File: config.mk
export PLATFORM = sky130hd
export DESIGN_NAME = muldiv_pipe
export DESIGN_NICKNAME = d
export VERILOG_FILES = /design/src/design/muldiv_pkg.sv /design/src/design/muldiv_mul_pipe.sv /design/src/design/muldiv_div_unit.sv /design/src/design/muldiv_pipe.sv
export VERILOG_INCLUDE_DIRS = /design/src /design/src/design
export SDC_FILE = /design/constraint.sdc
export NUM_CORES = 2
export LEC_CHECK = 0
export ABC_AREA = 1
export ABC_CLOCK_PERIOD_IN_PS = 6100
export BUFFER_PORTS_ARGS = -buffer_cell sky130_fd_sc_hd__buf_4
export CELL_PAD_IN_SITES_DETAIL_PLACEMENT = 1
export CELL_PAD_IN_SITES_GLOBAL_PLACEMENT = 1
export CORE_ASPECT_RATIO = 0.5
export CORE_UTILIZATION = 44
export CTS_CLUSTER_SIZE = 24
export DETAILED_ROUTE_END_ITERATION = 8
export PLACE_DENSITY_LB_ADDON = 0.1
export SLEW_MARGIN = 15
export SYNTH_ARGS = -nofsm -noshare
export SYNTH_HDL_FRONTEND = slang
export SYNTH_SLANG_ARGS = --single-unit
File: constraint.sdc
create_clock -name i_clk -period 6.1 [get_ports i_clk]
set_input_delay 0.61 -clock i_clk [delete_from_list [all_inputs] [get_ports i_clk]]
set_output_delay 0.61 -clock i_clk [all_outputs]
set_load 0.01 [all_outputs]
File: src/design/muldiv_defines.svh
`ifndef MULDIV_DEFINES_SVH
`define MULDIV_DEFINES_SVH

// ============================================================
// datapath widths
// ============================================================

`define MULDIV_XLEN 32                     // operand / result width
`define MULDIV_UNROLL 8                    // multiplier bits per stage, divides XLEN

// ============================================================
// tracking widths
// ============================================================

`define MULDIV_TAG_W 6                     // destination tag
`define MULDIV_BRMASK_W 4                  // outstanding branch slots
`define MULDIV_KILL_IDX_W $clog2(`MULDIV_BRMASK_W)

`endif

File: src/design/muldiv_pkg.sv
`include "muldiv_defines.svh"

package muldiv_pkg;

  typedef enum logic [3:0] {
    OP_NONE   = 4'h0,
    OP_MUL    = 4'h1,
    OP_MULH   = 4'h2,
    OP_MULHSU = 4'h3,
    OP_MULHU  = 4'h4,
    OP_DIV    = 4'h5,
    OP_DIVU   = 4'h6,
    OP_REM    = 4'h7,
    OP_REMU   = 4'h8
  } op_t;

  typedef enum logic [1:0] {
    DIV_IDLE = 2'd0,
    DIV_BUSY = 2'd1,
    DIV_DONE = 2'd2
  } div_state_t;

  typedef logic [`MULDIV_TAG_W-1:0]    tag_t;
  typedef logic [`MULDIV_BRMASK_W-1:0] brmask_t;

  // op depends on the branch being killed
  function automatic logic is_killed(brmask_t mask, logic kill_valid,
                                     logic [`MULDIV_KILL_IDX_W-1:0] kill_idx);
    return kill_valid & mask[kill_idx];
  endfunction

  function automatic logic is_mul_op(op_t op);
    return op inside {OP_MUL, OP_MULH, OP_MULHSU, OP_MULHU};
  endfunction

  function automatic logic is_div_op(op_t op);
    return op inside {OP_DIV, OP_DIVU, OP_REM, OP_REMU};
  endfunction

  function automatic logic is_mulh_op(op_t op);
    return op inside {OP_MULH, OP_MULHSU, OP_MULHU};   // upper product word
  endfunction

  function automatic logic is_rem_op(op_t op);
    return op inside {OP_REM, OP_REMU};
  endfunction

endpackage

File: src/design/muldiv_mul_pipe.sv
`include "muldiv_defines.svh"

module muldiv_mul_pipe (
  input  logic                              i_clk,
  input  logic                              i_reset_n,
  input  logic                              i_valid,
  input  muldiv_pkg::op_t                   i_op,
  input  logic [`MULDIV_XLEN-1:0]           i_rs1,
  input  logic [`MULDIV_XLEN-1:0]           i_rs2,
  input  muldiv_pkg::tag_t                  i_rd_tag,
  input  muldiv_pkg::brmask_t               i_br_mask,
  input  logic                              i_kill_valid,
  input  logic [`MULDIV_KILL_IDX_W-1:0]     i_kill_idx,
  output logic                              o_valid,
  output logic [`MULDIV_XLEN-1:0]           o_res,
  output muldiv_pkg::tag_t                  o_rd_tag
);

  localparam int XLEN      = `MULDIV_XLEN;
  localparam int UNROLL    = `MULDIV_UNROLL;
  localparam int MUL_STEPS = XLEN / UNROLL;
  localparam int PP_W      = XLEN + UNROLL + 2;   // 33b x 9b signed product

  logic                      r_valid [1:MUL_STEPS];
  muldiv_pkg::op_t           r_op    [1:MUL_STEPS];
  logic [XLEN:0]             r_a     [1:MUL_STEPS-1];
  logic [XLEN:0]             r_b     [1:MUL_STEPS-1];
  logic [2*XLEN-1:0]         r_acc   [1:MUL_STEPS];
  muldiv_pkg::tag_t          r_tag   [1:MUL_STEPS];
  muldiv_pkg::brmask_t       r_mask  [1:MUL_STEPS];
  logic                      w_kill  [1:MUL_STEPS];

  logic [XLEN:0]             w_a_ext;
  logic [XLEN:0]             w_b_ext;
  logic [2*XLEN-1:0]         w_acc_next [0:MUL_STEPS-1];

  // rs1 signed for MUL/MULH/MULHSU, rs2 signed for MUL/MULH
  assign w_a_ext = (i_op == muldiv_pkg::OP_MULHU) ? {1'b0, i_rs1}
                                                  : {i_rs1[XLEN-1], i_rs1};
  assign w_b_ext = (i_op == muldiv_pkg::OP_MUL || i_op == muldiv_pkg::OP_MULH) ?
                   {i_rs2[XLEN-1], i_rs2} : {1'b0, i_rs2};

  // ============================================================
  // partial product per stage
  // ============================================================

  for (genvar s = 0; s < MUL_STEPS; s++) begin : g_stage
    logic [XLEN:0]          w_a;
    logic [XLEN:0]          w_b;
    logic [2*XLEN-1:0]      w_acc;
    logic [UNROLL:0]        w_slice;
    logic signed [PP_W-1:0] w_a_x;
    logic signed [PP_W-1:0] w_slice_x;
    logic signed [PP_W-1:0] w_pp;

    if (s == 0) begin : g_head
      assign w_a   = w_a_ext;
      assign w_b   = w_b_ext;
      assign w_acc = '0;
    end else begin : g_body
      assign w_a   = r_a[s];
      assign w_b   = r_b[s];
      assign w_acc = r_acc[s];
    end

    if (s == MUL_STEPS - 1) begin : g_sign_slice
      assign w_slice = w_b[XLEN -: UNROLL+1];             // carries the sign bit
    end else begin : g_plain_slice
      assign w_slice = {1'b0, w_b[s*UNROLL +: UNROLL]};
    end

    assign w_a_x     = {{(PP_W-XLEN-1){w_a[XLEN]}}, w_a};
    assign w_slice_x = {{(PP_W-UNROLL-1){w_slice[UNROLL]}}, w_slice};
    assign w_pp      = w_a_x * w_slice_x;

    assign w_acc_next[s] = w_acc + ({{(2*XLEN-PP_W){w_pp[PP_W-1]}}, w_pp} << (s*UNROLL));
  end

  always_comb begin
    for (int s = 1; s <= MUL_STEPS; s++) begin
      w_kill[s] = muldiv_pkg::is_killed(r_mask[s], i_kill_valid, i_kill_idx);
    end
  end

  // ============================================================
  // stage registers
  // ============================================================

  always_ff @(posedge i_clk or negedge i_reset_n) begin
    if (!i_reset_n) begin
      for (int s = 1; s <= MUL_STEPS; s++) begin
        r_valid[s] <= 1'b0;
      end
    end else begin
      r_valid[1] <= i_valid;                              // issue kill filtered at top
      for (int s = 2; s <= MUL_STEPS; s++) begin
        r_valid[s] <= r_valid[s-1] & ~w_kill[s-1];
      end
    end
  end

  always_ff @(posedge i_clk) begin
    r_op[1]   <= i_op;
    r_a[1]    <= w_a_ext;
    r_b[1]    <= w_b_ext;
    r_tag[1]  <= i_rd_tag;
    r_mask[1] <= i_br_mask;
    for (int s = 2; s <= MUL_STEPS; s++) begin
      r_op[s]   <= r_op[s-1];
      r_tag[s]  <= r_tag[s-1];
      r_mask[s] <= r_mask[s-1];
    end
    for (int s = 2; s < MUL_STEPS; s++) begin
      r_a[s] <= r_a[s-1];
      r_b[s] <= r_b[s-1];
    end
    for (int s = 1; s <= MUL_STEPS; s++) begin
      r_acc[s] <= w_acc_next[s-1];
    end
  end

  assign o_valid  = r_valid[MUL_STEPS] & ~w_kill[MUL_STEPS];
  assign o_res    = muldiv_pkg::is_mulh_op(r_op[MUL_STEPS]) ? r_acc[MUL_STEPS][2*XLEN-1:XLEN]
                                                            : r_acc[MUL_STEPS][XLEN-1:0];
  assign o_rd_tag = r_tag[MUL_STEPS];

  a_last_stage_is_mul: assert property (@(posedge i_clk) disable iff (!i_reset_n)
    r_valid[MUL_STEPS] |-> muldiv_pkg::is_mul_op(r_op[MUL_STEPS]))
    else $error("non-multiply op reached the multiplier output");

endmodule

File: src/design/muldiv_div_unit.sv
`include "muldiv_defines.svh"

module muldiv_div_unit (
  input  logic                              i_clk,
  input  logic                              i_reset_n,
  input  logic                              i_valid,
  input  muldiv_pkg::op_t                   i_op,
  input  logic [`MULDIV_XLEN-1:0]           i_rs1,
  input  logic [`MULDIV_XLEN-1:0]           i_rs2,
  input  muldiv_pkg::tag_t                  i_rd_tag,
  input  muldiv_pkg::brmask_t               i_br_mask,
  input  logic                              i_kill_valid,
  input  logic [`MULDIV_KILL_IDX_W-1:0]     i_kill_idx,
  input  logic                              i_resp_ready,
  output logic                              o_ready,
  output logic                              o_valid,
  output logic [`MULDIV_XLEN-1:0]           o_res,
  output muldiv_pkg::tag_t                  o_rd_tag
);

  localparam int XLEN  = `MULDIV_XLEN;
  localparam int CNT_W = $clog2(XLEN);

  muldiv_pkg::div_state_t r_state;
  logic [CNT_W-1:0]       r_cnt;
  muldiv_pkg::op_t        r_op;
  muldiv_pkg::tag_t       r_tag;
  muldiv_pkg::brmask_t    r_mask;
  logic [XLEN-1:0]        r_quo;      // dividend in, quotient out
  logic [XLEN-1:0]        r_rem;
  logic [XLEN-1:0]        r_dvsr;
  logic                   r_special;
  logic                   r_neg_q;
  logic                   r_neg_r;

  logic                   w_accept;
  logic                   w_kill;
  logic                   w_signed;
  logic                   w_rs1_neg;
  logic                   w_rs2_neg;
  logic [XLEN-1:0]        w_rs1_mag;
  logic [XLEN-1:0]        w_rs2_mag;
  logic                   w_div_zero;
  logic                   w_overflow;
  logic [XLEN:0]          w_shifted;
  logic [XLEN+1:0]        w_trial;
  logic                   w_fits;
  logic [XLEN-1:0]        w_quo_fix;
  logic [XLEN-1:0]        w_rem_fix;

  assign w_accept   = i_valid & (r_state == muldiv_pkg::DIV_IDLE);
  assign w_kill     = muldiv_pkg::is_killed(r_mask, i_kill_valid, i_kill_idx);

  assign w_signed   = (i_op == muldiv_pkg::OP_DIV) | (i_op == muldiv_pkg::OP_REM);
  assign w_rs1_neg  = w_signed & i_rs1[XLEN-1];
  assign w_rs2_neg  = w_signed & i_rs2[XLEN-1];
  assign w_rs1_mag  = w_rs1_neg ? -i_rs1 : i_rs1;
  assign w_rs2_mag  = w_rs2_neg ? -i_rs2 : i_rs2;
  assign w_div_zero = (i_rs2 == '0);
  assign w_overflow = w_signed & (i_rs1 == {1'b1, {(XLEN-1){1'b0}}}) & (&i_rs2);

  // one restoring step
  assign w_shifted = {r_rem, r_quo[XLEN-1]};
  assign w_trial   = {1'b0, w_shifted} - {2'b00, r_dvsr};
  assign w_fits    = ~w_trial[XLEN+1];

  // ============================================================
  // control FSM
  // ============================================================

  always_ff @(posedge i_clk or negedge i_reset_n) begin
    if (!i_reset_n) begin
      r_state <= muldiv_pkg::DIV_IDLE;
      r_cnt   <= '0;
    end else begin
      case (r_state)
        muldiv_pkg::DIV_IDLE: begin
          if (w_accept) begin
            r_state <= muldiv_pkg::DIV_BUSY;
            r_cnt   <= CNT_W'(XLEN - 1);
          end
        end
        muldiv_pkg::DIV_BUSY: begin
          if (w_kill) begin
            r_state <= muldiv_pkg::DIV_IDLE;
          end else if (r_special || r_cnt == '0) begin
            r_state <= muldiv_pkg::DIV_DONE;    // special cases leave after one cycle
          end else begin
            r_cnt <= r_cnt - 1'b1;
          end
        end
        muldiv_pkg::DIV_DONE: begin
          if (w_kill || i_resp_ready) begin
            r_state <= muldiv_pkg::DIV_IDLE;
          end
        end
        default: r_state <= muldiv_pkg::DIV_IDLE;
      endcase
    end
  end

  // ============================================================
  // datapath
  // ============================================================

  always_ff @(posedge i_clk) begin
    if (w_accept) begin
      r_op      <= i_op;
      r_tag     <= i_rd_tag;
      r_mask    <= i_br_mask;
      r_dvsr    <= w_rs2_mag;
      r_special <= w_div_zero | w_overflow;
      if (w_div_zero) begin
        r_quo   <= '1;
        r_rem   <= i_rs1;
        r_neg_q <= 1'b0;
        r_neg_r <= 1'b0;
      end else if (w_overflow) begin
        r_quo   <= i_rs1;
        r_rem   <= '0;
        r_neg_q <= 1'b0;
        r_neg_r <= 1'b0;
      end else begin
        r_quo   <= w_rs1_mag;
        r_rem   <= '0;
        r_neg_q <= w_rs1_neg ^ w_rs2_neg;
        r_neg_r <= w_rs1_neg;                 // remainder follows dividend sign
      end
    end else if (r_state == muldiv_pkg::DIV_BUSY && !r_special) begin
      r_rem <= w_fits ? w_trial[XLEN-1:0] : w_shifted[XLEN-1:0];
      r_quo <= {r_quo[XLEN-2:0], w_fits};
    end
  end

  assign w_quo_fix = r_neg_q ? -r_quo : r_quo;
  assign w_rem_fix = r_neg_r ? -r_rem : r_rem;

  assign o_ready  = (r_state == muldiv_pkg::DIV_IDLE);
  assign o_valid  = (r_state == muldiv_pkg::DIV_DONE) & i_resp_ready & ~w_kill;
  assign o_res    = muldiv_pkg::is_rem_op(r_op) ? w_rem_fix : w_quo_fix;
  assign o_rd_tag = r_tag;

  a_valid_only_done: assert property (@(posedge i_clk) disable iff (!i_reset_n)
    o_valid |-> r_state == muldiv_pkg::DIV_DONE && (r_special || r_rem < r_dvsr))
    else $error("divider result outside DIV_DONE or remainder not reduced");

endmodule

File: src/design/muldiv_pipe.sv
`include "muldiv_defines.svh"

module muldiv_pipe (
  input  logic                              i_clk,
  input  logic                              i_reset_n,
  input  logic                              i_valid,
  input  muldiv_pkg::op_t                   i_op,
  input  logic [`MULDIV_XLEN-1:0]           i_rs1,
  input  logic [`MULDIV_XLEN-1:0]           i_rs2,
  input  muldiv_pkg::tag_t                  i_rd_tag,
  input  muldiv_pkg::brmask_t               i_br_mask,
  input  logic                              i_kill_valid,
  input  logic [`MULDIV_KILL_IDX_W-1:0]     i_kill_idx,
  output logic                              o_stall,
  output logic                              o_valid,
  output logic [`MULDIV_XLEN-1:0]           o_res,
  output muldiv_pkg::tag_t                  o_rd_tag
);

  logic                     issue_kill;
  logic                     mul_valid;
  logic                     div_valid;
  logic                     div_ready;
  logic                     mul_out_valid;
  logic [`MULDIV_XLEN-1:0]  mul_out_res;
  muldiv_pkg::tag_t         mul_out_tag;
  logic                     div_out_valid;
  logic [`MULDIV_XLEN-1:0]  div_out_res;
  muldiv_pkg::tag_t         div_out_tag;

  // ============================================================
  // issue steering
  // ============================================================

  assign issue_kill = muldiv_pkg::is_killed(i_br_mask, i_kill_valid, i_kill_idx);
  assign mul_valid  = i_valid & ~issue_kill & muldiv_pkg::is_mul_op(i_op);
  assign div_valid  = i_valid & ~issue_kill & muldiv_pkg::is_div_op(i_op);

  assign o_stall = ~div_ready;

  muldiv_mul_pipe u_mul_pipe (
    .i_clk        (i_clk),
    .i_reset_n    (i_reset_n),
    .i_valid      (mul_valid),
    .i_op         (i_op),
    .i_rs1        (i_rs1),
    .i_rs2        (i_rs2),
    .i_rd_tag     (i_rd_tag),
    .i_br_mask    (i_br_mask),
    .i_kill_valid (i_kill_valid),
    .i_kill_idx   (i_kill_idx),
    .o_valid      (mul_out_valid),
    .o_res        (mul_out_res),
    .o_rd_tag     (mul_out_tag)
  );

  muldiv_div_unit u_div_unit (
    .i_clk        (i_clk),
    .i_reset_n    (i_reset_n),
    .i_valid      (div_valid),
    .i_op         (i_op),
    .i_rs1        (i_rs1),
    .i_rs2        (i_rs2),
    .i_rd_tag     (i_rd_tag),
    .i_br_mask    (i_br_mask),
    .i_kill_valid (i_kill_valid),
    .i_kill_idx   (i_kill_idx),
    .i_resp_ready (~mul_out_valid),     // multiplier owns the port
    .o_ready      (div_ready),
    .o_valid      (div_out_valid),
    .o_res        (div_out_res),
    .o_rd_tag     (div_out_tag)
  );

  // ============================================================
  // result port
  // ============================================================

  assign o_valid  = mul_out_valid | div_out_valid;
  assign o_res    = mul_out_valid ? mul_out_res : div_out_res;
  assign o_rd_tag = mul_out_valid ? mul_out_tag : div_out_tag;

  a_no_issue_when_stalled: assert property (@(posedge i_clk) disable iff (!i_reset_n)
    i_valid |-> !o_stall)
    else $error("operation issued while o_stall high");

  a_single_result: assert property (@(posedge i_clk) disable iff (!i_reset_n)
    !(mul_out_valid && div_out_valid))
    else $error("multiply and divide results in the same cycle");

endmodule

==> results.json <==
{
  "status": "finished, violations left",
  "violations": "setup timing",
  "tns_ns": -8.07,
  "ys_seq_area_share_pct": 17.6,
  "die_h_um": 286,
  "syn_nets": 11420,
  "clk_pin_slew_ns": 0.07,
  "core_um2": 159000,
  "clkLatencyLatePin_ns": 0.75,
  "required_ns": 6.75,
  "routed_wl_mm": 329,
  "synth_flop_cell": "dfxtp_1",
  "worst_slack_ns": -0.274,
  "grt_max_degree": 72,
  "syn-cell-area_um2": 70900,
  "fp.dieW_um": 570,
  "cts_buffer_depth": 3,
  "synth-edff-count": 113,
  "relSlewSlack_pct": 27.7,
  "wl_per_cell_um": 24.8,
  "grt_overflow": 0,
  "dieArea_um2": 163000,
  "crit_arrival_ns": 7.03,
  "drive_gt1_share_pct": 25.1,
  "fmax_ghz": 0.157,
  "finalHoldViolations": 0,
  "area_delta_synth_final_pct": 30.9,
  "grt_pass1_vias": 72682,
  "htree_levels": 2,
  "dp_hpwl_mm": 244,
  "finalSetupViolCount": 73,
  "grt_pass1_wl_mm": 438,
  "critPathMostFrequentCell": "nand2_1",
  "track_usage_pct": 35.6,
  "slowest_delay_ns": 0.55,
  "async_flop_share_pct": 1.95,
  "critPathLaunchType": "flip-flop",
  "initial_core_util_pct": 44.6,
  "hold_path_class": "in2reg",
  "fin_skew_ns": 0.0825,
  "drt_iter0_markers": 6014,
  "route.detailed.drc": 0,
  "fin_util_pct": 58.4,
  "viasPerCell": 5.48,
  "final_nets": 12482,
  "gp_congestion": 0.978,
  "rsz0062_at_grt": "true",
  "antenna_left": 0,
  "maxSlewViolCount": 0,
  "core.rowCount": 103,
  "yosys.area.top_type": "fa_1",
  "yosysWarnings": 0,
  "cp_max_fo": 15,
  "root_buffer": "clkbuf_16",
  "yosys-top-cells-count": "nand2_1 (2680), inv_1 (2317), fa_1 (847)",
  "num_vias": 72585,
  "fin_crit_sh_pct": 104,
  "ys_seq_elements": 564,
  "min_period_ns": 6.37,
  "yosysUniqueCellTypes": 61,
  "syn_inst": 9984,
  "place.port_buffers": 123,
  "clock_sinks": 564,
  "cp-end-kind": "flip-flop",
  "cap_violations": 0,
  "dr.pass1.iters": 6,
  "io_pins": 124,
  "antenna_found_initial": 27,
  "synth.area.top_cells": "fa_1 (24%), nand2_1 (14%), dfxtp_1 (12%), inv_1 (12%), ha_1 (8.9%)",
  "cp_slowest_cell": "fa_1",
  "synth_most_common_cell": "nand2_1",
  "cts_tree": "built",
  "numCtsBuffers": 59,
  "criticalPathCategory": "reg2reg",
  "synth.avg_cell_area_um2": 7.10,
  "synth_top_area_share_pct": 23.9,
  "tightest_slew_ns": 1.08
}
[worst max-delay path: cells and delay by family, from the launching register on]
family / cells / cell delay [ns]
buf+inv: 9 / 0.98
simple gates: 16 / 1.60
fa+ha+maj: 6 / 2.77
compound gates: 2 / 0.40
xor+xnor: 1 / 0.21
flops: 1 / 0.35
[area by class of cell]
type,count,area [µm²]
Fill cell,19535,66000
Clock buffer,70,1620
Antenna cell,8,20.0
Timing Repair Buffer,1329,11700
Sequential cell,564,12600
Multi-Input combinational cell,6758,55000
Tap cell,2152,2690
Clock inverter,40,400
Inverter,2334,8780
[per-layer routing]
| layer | GRT usage [%] | share of wire, % |
|---|---|---|
| met5 | 0 | 0.016 |
| met4 | 8.19 | 3.9 |
| met3 | 5.80 | 8.7 |
| met2 | 56.6 | 46 |
| met1 | 50.6 | 42 |
[metrics by stage]
stage / setup WS (ns) / cells / instance area (µm²) / hold slack [ns]
3_5_place_dp: -0.387 / 12963 / 81600 / 0.313
2_1_floorplan: 0.0599 / 9984 / 70900 / 0.310
5_1_grt: -0.456 / 13248 / 92800 / 0.0149
3_3_place_gp: -0.360 / 12963 / 81600 / 0.310
6_report: -0.274 / 13255 / 92800 / 0.0369
4_1_cts: -0.0513 / 13112 / 85500 / 0.00202
[final timing paths]
kind	start	endpoint	slack (ns)	depth (start not counted)
max in group asynchronous	i_reset_n	u_div_unit.r_cnt[1]	5.68	2
min reg2reg	u_mul_pipe.r_b[0][53]	u_mul_pipe.r_b[0][86]	0.30	0
min	i_op[1]	u_mul_pipe.r_op[0][5]	0.04	1
min in group asynchronous	i_reset_n	u_mul_pipe.r_valid[1]	0.26	2
max	u_mul_pipe.r_b[0][86]	u_mul_pipe.r_acc[0][255]	-0.27	34
max reg2reg	u_mul_pipe.r_b[0][86]	u_mul_pipe.r_acc[0][255]	-0.27	34
[what timing repair did]
item,in CTS,in global routing
endpoints found under the setup margin,99,108
hold buffers,12,0
buffers inserted,20,128
pin swaps,69,641
hold endpoints to repair,22,0
gates cloned,7,22
gates resized for setup,355,1411
[flip-flops by register name, indices dropped and copies added (netlist names), 4 cells and up]
name                 flops
u_div_unit.o_rd_tag      6
u_mul_pipe.r_acc       234
u_div_unit.r_rem        32
u_mul_pipe.r_tag        24
u_mul_pipe.r_op         16
u_mul_pipe.r_b          51
u_div_unit.r_op          4
u_mul_pipe.r_valid       4
u_div_unit.r_mask        4
u_div_unit.r_dvsr       32
u_div_unit.r_quo        32
u_mul_pipe.r_mask       16
u_div_unit.r_cnt         5
u_mul_pipe.r_a          99
[logic make-up after synthesis]
logic type | after synthesis | synth area share, %
multiplexers | 14 | 0.221
AO/OA/AOI/OAI | 983 | 7.85
buffers and inverters | 2662 | 14.4
XOR/XNOR | 292 | 3.61
adder cells (fa/ha/maj) | 1352 | 32.8
AND/OR/NAND/NOR | 4117 | 23.5
flip-flops | 564 | 17.6
[placed cells by master (no fill, tap or decap), drive strengths merged, types with 23 or more instances in the layout]
| cell | synthesis | final |
|---|---|---|
| nand2 | 2685 | 2685 |
| inv | 2332 | 2346 |
| buf | 60 | 1295 |
| fa | 847 | 847 |
| nor2 | 756 | 756 |
| ha | 505 | 505 |
| dfxtp | 440 | 440 |
| nand3 | 418 | 418 |
| a21oi | 376 | 376 |
| o21ai | 337 | 337 |
| xor2 | 216 | 216 |
| edfxtp | 113 | 113 |
| nor3 | 108 | 108 |
| clkbuf | 268 | 91 |
| nand4 | 90 | 90 |
| xnor2 | 76 | 76 |
| o21bai | 62 | 62 |
| a31oi | 60 | 60 |
| a21o | 45 | 45 |
| o211ai | 23 | 23 |
Power is left out: the tool's default activity adds up to more than one toggle a clock period on the data nets, which glitch-free logic cannot reach.
